[src/include/axi_eth_defines.svh]
/* Widths and constants of the DMA to 10G MAC bridge
   AXI_ETH_STS_DEPTH must be a power of two, at least 2 */
`ifndef AXI_ETH_DEFINES_SVH
`define AXI_ETH_DEFINES_SVH

// Data path of DMA and MAC streams
`define AXI_ETH_DATA_W      64
`define AXI_ETH_KEEP_W      8

// Control and status words, one beat each
`define AXI_ETH_WORD_W      32
`define AXI_ETH_CNT_W       16   // Byte count field of the status word

// Frames whose status may wait while rxs is stalled
`define AXI_ETH_STS_DEPTH   4

// Expected value of control word bits 31:28
`define AXI_ETH_CTRL_FLAG   4'hA

`endif

[src/hdl/axi_eth_pkg.sv]
/* Shared types of the bridge
   Widths come from the defines header */
`include "axi_eth_defines.svh"

package axi_eth_pkg;

   typedef logic [`AXI_ETH_DATA_W-1:0] data_t;     // One data beat
   typedef logic [`AXI_ETH_KEEP_W-1:0] keep_t;     // Byte enables
   typedef logic [`AXI_ETH_WORD_W-1:0] word_t;     // Control or status word
   typedef logic [`AXI_ETH_CNT_W-1:0]  byte_cnt_t; // Frame length in bytes

   // Transmit FSM
   typedef enum logic [1:0]
   {
      OFM_CTRL,   // Waiting for control word
      OFM_DATA,   // Forwarding frame to MAC
      OFM_DROP    // Discarding frame
   } ofm_state_t;

   // Receive FSM, marks first beat of a frame
   typedef enum logic
   {
      IFM_IDLE,
      IFM_FRAME
   } ifm_state_t;

endpackage

[src/hdl/axi_10geth.sv]
/* DMA to 10G MAC bridge, 64-bit AXI-Stream on both sides
   Single clock domain, mm2s_clk, with asynchronous active-low reset
   txc carries one control word per frame, rxs one status word per frame */
`timescale 1ns/1ps
`include "axi_eth_defines.svh"

module axi_10geth
(
   input  logic                         mm2s_clk,
   input  logic                         arst_n,

   // DMA transmit control and data
   input  axi_eth_pkg::word_t           txc_tdata,
   input  logic [`AXI_ETH_WORD_W/8-1:0] txc_tkeep,
   input  logic                         txc_tlast,
   input  logic                         txc_tvalid,
   output logic                         txc_tready,
   input  axi_eth_pkg::data_t           txd_tdata,
   input  axi_eth_pkg::keep_t           txd_tkeep,
   input  logic                         txd_tlast,
   input  logic                         txd_tvalid,
   output logic                         txd_tready,

   // MAC transmit
   output axi_eth_pkg::data_t           tx_axis_mac_tdata,
   output axi_eth_pkg::keep_t           tx_axis_mac_tkeep,
   output logic                         tx_axis_mac_tlast,
   output logic                         tx_axis_mac_tuser,
   output logic                         tx_axis_mac_tvalid,
   input  logic                         tx_axis_mac_tready,

   // MAC receive
   input  axi_eth_pkg::data_t           rx_axis_mac_tdata,
   input  axi_eth_pkg::keep_t           rx_axis_mac_tkeep,
   input  logic                         rx_axis_mac_tlast,
   input  logic                         rx_axis_mac_tuser,
   input  logic                         rx_axis_mac_tvalid,
   output logic                         rx_axis_mac_tready,

   // DMA receive data and status
   output axi_eth_pkg::data_t           rxd_tdata,
   output axi_eth_pkg::keep_t           rxd_tkeep,
   output logic                         rxd_tlast,
   output logic                         rxd_tvalid,
   input  logic                         rxd_tready,
   output axi_eth_pkg::word_t           rxs_tdata,
   output logic [`AXI_ETH_WORD_W/8-1:0] rxs_tkeep,
   output logic                         rxs_tlast,
   output logic                         rxs_tvalid,
   input  logic                         rxs_tready
);

   axi_eth_ofm ofm0 (.*);   // Transmit, port names match top level
   axi_eth_ifm ifm0 (.*);   // Receive with status queue

endmodule

[src/hdl/axi_eth_ifm.sv]
/* Receive path, MAC to DMA
   Frames pass to rxd combinationally, one status word per frame goes to rxs
   A last beat is held off while the status queue is full
   Byte count wraps above 65535 bytes */
`timescale 1ns/1ps
`include "axi_eth_defines.svh"

module axi_eth_ifm
(
   input  logic                         mm2s_clk,
   input  logic                         arst_n,

   // From MAC
   input  axi_eth_pkg::data_t           rx_axis_mac_tdata,
   input  axi_eth_pkg::keep_t           rx_axis_mac_tkeep,
   input  logic                         rx_axis_mac_tlast,
   input  logic                         rx_axis_mac_tuser,   // MAC bad-frame flag
   input  logic                         rx_axis_mac_tvalid,
   output logic                         rx_axis_mac_tready,

   // Frame data to DMA
   output axi_eth_pkg::data_t           rxd_tdata,
   output axi_eth_pkg::keep_t           rxd_tkeep,
   output logic                         rxd_tlast,
   output logic                         rxd_tvalid,
   input  logic                         rxd_tready,

   // Status words to DMA
   output axi_eth_pkg::word_t           rxs_tdata,
   output logic [`AXI_ETH_WORD_W/8-1:0] rxs_tkeep,
   output logic                         rxs_tlast,
   output logic                         rxs_tvalid,
   input  logic                         rxs_tready
);

   axi_eth_pkg::ifm_state_t state;
   axi_eth_pkg::byte_cnt_t  byte_cnt;     // Bytes accepted so far in frame
   axi_eth_pkg::byte_cnt_t  cnt_base;
   axi_eth_pkg::byte_cnt_t  frame_total;  // Count including current beat
   axi_eth_pkg::word_t      sts_word;

   logic sts_full;
   logic stall;       // Last beat waiting for queue space
   logic beat_fire;
   logic push;

   // Number of enabled bytes in one beat
   function automatic axi_eth_pkg::byte_cnt_t keep_bytes
   (
      input axi_eth_pkg::keep_t keep
   );
      axi_eth_pkg::byte_cnt_t n;
      n = '0;
      for (int i = 0; i < `AXI_ETH_KEEP_W; i++)
         n = n + keep[i];
      return n;
   endfunction

   assign stall = rx_axis_mac_tvalid && rx_axis_mac_tlast && sts_full;

   assign rxd_tvalid         = rx_axis_mac_tvalid && !stall;
   assign rx_axis_mac_tready = rxd_tready && !stall;
   assign rxd_tdata          = rx_axis_mac_tdata;
   assign rxd_tkeep          = rx_axis_mac_tkeep;
   assign rxd_tlast          = rx_axis_mac_tlast;

   assign beat_fire = rx_axis_mac_tvalid && rx_axis_mac_tready;
   assign push      = beat_fire && rx_axis_mac_tlast;   // Status queued on last-beat edge

   // First beat restarts the count
   assign cnt_base    = (state == axi_eth_pkg::IFM_IDLE) ? '0 : byte_cnt;
   assign frame_total = cnt_base + keep_bytes(rx_axis_mac_tkeep);

   // Status word, bad flag on top, length at bottom
   always_comb
   begin
      sts_word                     = '0;
      sts_word[`AXI_ETH_WORD_W-1]  = rx_axis_mac_tuser;
      sts_word[`AXI_ETH_CNT_W-1:0] = frame_total;
   end

   always_ff @(posedge mm2s_clk or negedge arst_n)
   begin
      if (!arst_n)
         state <= axi_eth_pkg::IFM_IDLE;
      else if (beat_fire)
         state <= rx_axis_mac_tlast ? axi_eth_pkg::IFM_IDLE : axi_eth_pkg::IFM_FRAME;
   end

   always_ff @(posedge mm2s_clk)
   begin
      if (beat_fire)
         byte_cnt <= frame_total;   // Ignored once back in IFM_IDLE
   end

   axi_eth_sts_fifo #(.DEPTH(`AXI_ETH_STS_DEPTH)) sts_fifo0
   (
      .mm2s_clk   (mm2s_clk),
      .arst_n     (arst_n),
      .push       (push),
      .push_word  (sts_word),
      .full       (sts_full),
      .rxs_tdata  (rxs_tdata),
      .rxs_tkeep  (rxs_tkeep),
      .rxs_tlast  (rxs_tlast),
      .rxs_tvalid (rxs_tvalid),
      .rxs_tready (rxs_tready)
   );

   // Byte count relies on contiguous keep
   a_keep_contig: assert property (@(posedge mm2s_clk) disable iff (!arst_n)
      rx_axis_mac_tvalid |-> (rx_axis_mac_tkeep & (rx_axis_mac_tkeep + 1'b1)) == '0)
      else $error("rx keep not contiguous from bit 0");

   // MAC holds a refused beat unchanged, the stall depends on its last flag
   a_rx_hold: assert property (@(posedge mm2s_clk) disable iff (!arst_n)
      rx_axis_mac_tvalid && !rx_axis_mac_tready |=>
         rx_axis_mac_tvalid && $stable(rx_axis_mac_tlast) && $stable(rx_axis_mac_tkeep))
      else $error("MAC beat dropped or changed before it was taken");

endmodule

[src/hdl/axi_eth_ofm.sv]
/* Transmit path, DMA to MAC
   Every txd frame is preceded by one control word on txc (flag 31:28, mark-bad bit 0)
   Frames with a wrong flag are read from txd and thrown away
   Forwarding is combinational, tx_axis_mac_tready reaches txd_tready in the same cycle */
`timescale 1ns/1ps
`include "axi_eth_defines.svh"

module axi_eth_ofm
(
   input  logic                         mm2s_clk,
   input  logic                         arst_n,

   // Control words from DMA
   input  axi_eth_pkg::word_t           txc_tdata,
   input  logic [`AXI_ETH_WORD_W/8-1:0] txc_tkeep,
   input  logic                         txc_tlast,
   input  logic                         txc_tvalid,
   output logic                         txc_tready,

   // Frame data from DMA
   input  axi_eth_pkg::data_t           txd_tdata,
   input  axi_eth_pkg::keep_t           txd_tkeep,
   input  logic                         txd_tlast,
   input  logic                         txd_tvalid,
   output logic                         txd_tready,

   // To MAC
   output axi_eth_pkg::data_t           tx_axis_mac_tdata,
   output axi_eth_pkg::keep_t           tx_axis_mac_tkeep,
   output logic                         tx_axis_mac_tlast,
   output logic                         tx_axis_mac_tuser,
   output logic                         tx_axis_mac_tvalid,
   input  logic                         tx_axis_mac_tready
);

   axi_eth_pkg::ofm_state_t state;
   axi_eth_pkg::ofm_state_t state_nxt;

   logic mark_bad;   // Latched bit 0 of current control word
   logic flag_ok;    // Control word asks for forwarding
   logic ctrl_fire;
   logic txd_fire;
   logic fwd;        // In OFM_DATA
   logic drop;       // In OFM_DROP

   // Control word decode
   assign flag_ok   = (txc_tdata[31:28] == `AXI_ETH_CTRL_FLAG);
   assign ctrl_fire = txc_tvalid && txc_tready;

   assign fwd  = (state == axi_eth_pkg::OFM_DATA);
   assign drop = (state == axi_eth_pkg::OFM_DROP);

   // Handshake steering
   assign txc_tready         = (state == axi_eth_pkg::OFM_CTRL);
   assign txd_tready         = fwd ? tx_axis_mac_tready : drop;
   assign tx_axis_mac_tvalid = fwd && txd_tvalid;   // Nothing offered while dropping
   assign txd_fire           = txd_tvalid && txd_tready;

   // Payload straight through, zero latency
   assign tx_axis_mac_tdata = txd_tdata;
   assign tx_axis_mac_tkeep = txd_tkeep;
   assign tx_axis_mac_tlast = txd_tlast;
   assign tx_axis_mac_tuser = fwd && txd_tlast && mark_bad;   // Bad marker on last beat only

   always_comb
   begin
      state_nxt = state;
      case (state)
         axi_eth_pkg::OFM_CTRL:
            if (ctrl_fire)
            begin
               state_nxt = flag_ok ? axi_eth_pkg::OFM_DATA : axi_eth_pkg::OFM_DROP;
            end
         axi_eth_pkg::OFM_DATA,
         axi_eth_pkg::OFM_DROP:
            if (txd_fire && txd_tlast)   // End of frame, back to control
            begin
               state_nxt = axi_eth_pkg::OFM_CTRL;
            end
         default:
            state_nxt = axi_eth_pkg::OFM_CTRL;
      endcase
   end

   always_ff @(posedge mm2s_clk or negedge arst_n)
   begin
      if (!arst_n)
         state <= axi_eth_pkg::OFM_CTRL;
      else
         state <= state_nxt;
   end

   // Only read in OFM_DATA, loaded with every control word
   always_ff @(posedge mm2s_clk)
   begin
      if (ctrl_fire)
         mark_bad <= txc_tdata[0];
   end

   // DMA holds a refused data beat unchanged
   a_txd_hold: assert property (@(posedge mm2s_clk) disable iff (!arst_n)
      txd_tvalid && !txd_tready |=> txd_tvalid && $stable(txd_tdata) && $stable(txd_tlast))
      else $error("txd beat dropped or changed before it was taken");

   // DMA never offers an empty data beat
   a_txd_keep: assert property (@(posedge mm2s_clk) disable iff (!arst_n)
      txd_tvalid |-> txd_tkeep != '0)
      else $error("txd beat with no bytes enabled");

   // Control word is one full beat
   a_txc_single: assert property (@(posedge mm2s_clk) disable iff (!arst_n)
      ctrl_fire |-> txc_tlast && (&txc_tkeep))
      else $error("Control word not a single full beat");

endmodule

[src/hdl/axi_eth_sts_fifo.sv]
/* Status word queue feeding rxs through an output register
   Holds DEPTH words in total, output register included
   DEPTH must be a power of two, at least 2 */
`timescale 1ns/1ps
`include "axi_eth_defines.svh"

module axi_eth_sts_fifo #(
   parameter int unsigned DEPTH = `AXI_ETH_STS_DEPTH
)
(
   input  logic                         mm2s_clk,
   input  logic                         arst_n,
   input  logic                         push,
   input  axi_eth_pkg::word_t           push_word,
   output logic                         full,
   output axi_eth_pkg::word_t           rxs_tdata,
   output logic [`AXI_ETH_WORD_W/8-1:0] rxs_tkeep,
   output logic                         rxs_tlast,
   output logic                         rxs_tvalid,
   input  logic                         rxs_tready
);

   localparam int AW = $clog2(DEPTH);
   localparam int CW = AW + 1;

   axi_eth_pkg::word_t mem [DEPTH];

   logic [AW-1:0] wr_ptr;
   logic [AW-1:0] rd_ptr;
   logic [CW-1:0] mem_cnt;   // Words still in the buffer
   logic          pop_mem;   // Move head into output register

   assign pop_mem = (mem_cnt != '0) && (!rxs_tvalid || rxs_tready);
   assign full    = (mem_cnt + CW'(rxs_tvalid)) == CW'(DEPTH);

   assign rxs_tkeep = '1;     // Status is always a whole word
   assign rxs_tlast = 1'b1;   // Single-beat packet

   always_ff @(posedge mm2s_clk or negedge arst_n)
   begin
      if (!arst_n)
      begin
         wr_ptr     <= '0;
         rd_ptr     <= '0;
         mem_cnt    <= '0;
         rxs_tvalid <= 1'b0;
      end
      else
      begin
         if (push)
            wr_ptr <= wr_ptr + 1'b1;   // Wraps at DEPTH
         if (pop_mem)
            rd_ptr <= rd_ptr + 1'b1;
         mem_cnt <= mem_cnt + CW'(push) - CW'(pop_mem);
         if (pop_mem)
            rxs_tvalid <= 1'b1;
         else if (rxs_tready)
            rxs_tvalid <= 1'b0;
      end
   end

   always_ff @(posedge mm2s_clk)
   begin
      if (push)
         mem[wr_ptr] <= push_word;
      if (pop_mem)
         rxs_tdata <= mem[rd_ptr];
   end

   // A push into a full queue would overwrite a waiting word
   a_no_overflow: assert property (@(posedge mm2s_clk) disable iff (!arst_n)
      push |-> !full)
      else $error("Status pushed into full queue");

endmodule

[config.mk]
export PLATFORM = sky130hd
export DESIGN_NAME = axi_10geth
export DESIGN_NICKNAME = d
export VERILOG_FILES = /design/src/hdl/axi_eth_pkg.sv /design/src/hdl/axi_10geth.sv /design/src/hdl/axi_eth_ifm.sv /design/src/hdl/axi_eth_ofm.sv /design/src/hdl/axi_eth_sts_fifo.sv
export VERILOG_INCLUDE_DIRS = /design/src /design/src/include
export SDC_FILE = /design/constraint.sdc
export NUM_CORES = 1
export LEC_CHECK = 0
export BUFFER_PORTS_ARGS = -buffer_cell sky130_fd_sc_hd__buf_2
export CAP_MARGIN = 20
export CORE_AREA = 2 2 148 150
export CTS_CLUSTER_DIAMETER = 80
export DETAILED_ROUTE_END_ITERATION = 10
export DIE_AREA = 0 0 150 152
export GPL_TIMING_DRIVEN = 0
export SYNTH_ARGS = -nofsm -noshare
export SYNTH_HDL_FRONTEND = slang
export SYNTH_SLANG_ARGS = --single-unit
[constraint.sdc]
create_clock -name mm2s_clk -period 8.3 [get_ports mm2s_clk]
set_input_delay 0.83 -clock mm2s_clk [delete_from_list [all_inputs] [get_ports mm2s_clk]]
set_output_delay 0.83 -clock mm2s_clk [all_outputs]
set_load 0.02 [all_outputs]
==> impl_results.md <==
- Setup TNS: 0 ps
- Reg2Reg Depth: 12
- Count leader, synth: buf_4
- Post-CTS sizing: 0
- Vias in the first global route: 3776
- CTS max path bufs: 2
- TritonRoute pass-1 iters: 4
- Clock Skew: about 13 ps
- Maximum clock rate: ~0.24 GHz
- VDD IR-drop max: around 140 uV
- Critical setup path kind: primary input to flip-flop
- Post-CTS Setup Bufs: 0
- Asr flop ratio synth: roughly a tenth
- Core area: roughly 0.021 sq mm
- CP max-delay cell: fa_1
- Max H-tree Level: 4
- Antenna Nets Post-Route: 0
- Ports: roughly 380
- Yosys reg bits: approximately 110
- Power per Cell Area: about 280 mW/mm^2
- Crit path max fanout: 6
- Share of the synthesized area in the top cell type: between 50% and 60%
- Dpl cell area: about 0.0075 sq mm
- Final GP Congestion: roughly 0.75
- Fin. max-slew vios: 0
- GRT Util Overall: approximately 11%
- Unrepaired setup endpoints after global routing: no
- Static Leakage: about 3.7 nW
- Antenna violations before repair: 1
- Syn. warnings: 0
- Initial Util: between 20 and 30%
- Most frequent cells after synthesis: 166 x buf_4, 102 x edfxtp_1, 26 x inv_1, 23 x ha_1, 21 x and2_1
- Synth area leader: edfxtp_1
- Slew headroom: between 30% and 40%
- # hold bufs at CTS: 0
- Cell area after synthesis: approximately 0.0061 sq mm
- Largest net degree at the start of global routing: 18
- Critical path buffer and inverter count: 4
- Synthesized instance count: approximately 450
- N_diodes: 0
- Dpl ws: 3638 ps
- Die extent in x: 150 microns
- First-pass GRT wire length: ~20000 microns
- Detailed Place HPWL: between 9000 and 10000 microns
- Layout cell share with drive strength beyond 1: about three fifths
- Post-synthesis sequential area ratio: between 50% and 60%
- Via count: roughly 3800
- Syn-to-layout area delta: 31.94%
- Via density: a little under 4
- Syn_area_per_cell: 13.54 sq um
- Clock Latency Late Sink: just over 400 ps
- Status: completed
- Power Total: between 2 and 2.5 mW
- CTS buffer count: 17
- Post-synth EDFFs: just over 100
- Design area: between 0.008 and 0.009 sq mm
- R2r setup slk: between 4000 and 5000 ps
- CP cell instances: buf_2, ha_1, inv_1, fa_1, fa_1, fa_1, inv_1, ha_1, inv_1, fa_1, nor2b_1, o31a_1, o2111ai_1, xnor2_1, and2_1
- Fin crit period: ~4200 ps
- CP max stage delay: about 530 ps
- Max Cap Violations: 0
- Worst-path clk slew: about 60 ps
- Remaining global-route overflow: 0
- Row count: 54
- Reg2reg start: ifm0.state
- Hold Vio Cnt, Final: 0
- Most used DFF post-synth: edfxtp_1
- Startpoint types: primary input
- I/O Buffers: ~190
- Sink Count: approximately 110
- CP most frequent cell: fa_1
- DIE AREA: 0.02280 sq mm
- Final nets: approximately 900
- Distinct cell type count of the synthesized netlist: 39
- WP data arrival: 4370 ps
- WP data required: approximately 8400 ps
- Crit. End Element: flip-flop
- Crit share post-route: 51.09%
- Finished Core Util: 37.83%
- Crit-path leading delay family: adder cells
- CTS tree: done
- Clk root buf: clkbuf_16
- Worst-margin pin slew: 1014 ps
- Post-route setup slack: 4059 ps
- DR iter-0 viols: 147
- DRC viols: 0
- Top post-synthesis cells by area: edfxtp_1 50%, buf_4 20%, mux4_2 6.3%
- Hold WC Path Type: primary input to async pin
- R2R Path End: ifm0.byte_cnt[8]
- Wire per inst: approximately 13 microns
- Die H: about 150 microns
- Finish-stage setup viols: 0
- Final wirelength: around 13000 microns
[registers in the layout, summed over array words and instances (netlist names)]
name                       flops
ifm0.sts_fifo0.mem            68
ifm0.state                     1
ofm0.mark_bad                  1
ofm0.state                     2
ifm0.sts_fifo0.wr_ptr          2
ifm0.sts_fifo0.rd_ptr          2
ifm0.byte_cnt                 16
ifm0.sts_fifo0.rxs_tvalid      1
ifm0.sts_fifo0.rxs_tdata      17
ifm0.sts_fifo0.mem_cnt         3
[final cells by class]
type	instances	area (sq um)
buffer	173	1284
clock buffer	19	432.9
clock inverter	13	120.1
fill	2086	13270
inverter	26	97.59
multi-input combinational	158	1474
sequential	113	3338
tap	280	350.3
timing repair buffer	194	980.9
[cell usage in the layout (no fill, tap or decap), types with 2 or more instances in the layout]
| cell type | count |
|---|---|
| and2_1 | 21 |
| clkinv_2 | 2 |
| nand4_1 | 5 |
| edfxtp_1 | 102 |
| buf_2 | 196 |
| clkinvlp_4 | 3 |
| fa_1 | 5 |
| nor3_1 | 2 |
| o21ai_0 | 5 |
| clkinv_1 | 5 |
| bufinv_16 | 2 |
| buf_4 | 166 |
| dfrtp_1 | 11 |
| xor2_1 | 3 |
| and3_1 | 3 |
| clkbuf_16 | 17 |
| nor2_1 | 6 |
| o211ai_1 | 2 |
| conb_1 | 20 |
| xnor2_1 | 16 |
| nand2_1 | 6 |
| a21oi_1 | 2 |
| clkbuf_1 | 5 |
| inv_1 | 26 |
| o21ai_1 | 3 |
| mux4_2 | 17 |
| ha_1 | 23 |
| nand3_1 | 3 |
[where the power goes]
group / switching [mW] / internal [mW]
Combinational: 0.414 / 0.308
Clock: 0.241 / 0.434
Sequential: 0.0380 / 0.799
Total: 0.693 / 1.54
[logic make-up after synthesis]
kind of cell,share of synthesized area (%)
buffers and inverters,22.56
flip-flops,54.53
other,0.1227
multiplexers,6.683
XOR/XNOR,2.718
adder cells (fa/ha/maj),6.336
AO/OA/AOI/OAI,2.105
AND/OR/NAND/NOR,4.946
[how the worst max path moves through the flow]
stage,start,endpoint,slack (ps),cells after the start
5_1_grt,rx_axis_mac_tkeep[0],ifm0.byte_cnt[8],3850,15
4_1_cts,rx_axis_mac_tkeep[0],ifm0.sts_fifo0.mem[0][8],4080,15
3_3_place_gp,rx_axis_mac_tkeep[0],ifm0.sts_fifo0.mem[0][8],3680,15
2_1_floorplan,rx_axis_mac_tkeep[0],ifm0.byte_cnt[8],4090,14
6_report,rx_axis_mac_tkeep[0],ifm0.byte_cnt[8],4060,15
3_5_place_dp,rx_axis_mac_tkeep[0],ifm0.sts_fifo0.mem[0][8],3640,15
[metrics by stage]
| step | hold slack (ps) | instances |
|---|---|---|
| finish | 292.7 | 976 |
| global route | 302.0 | 976 |
| CTS | 279.9 | 976 |
| detailed placement | 522.1 | 944 |
| global placement | 513.5 | 943 |
| floorplan | 474.5 | 470 |
[layer usage]
metal	track usage (%)	up-vias	part of all wire [%]
met4	3.279	2	0.97
li1	-	1846	-
met3	2.763	15	6.0
met5	0	-	0.11
met1	14.54	1787	43
met2	18.44	151	50
Note: power is estimated with default switching activity, not from simulation.
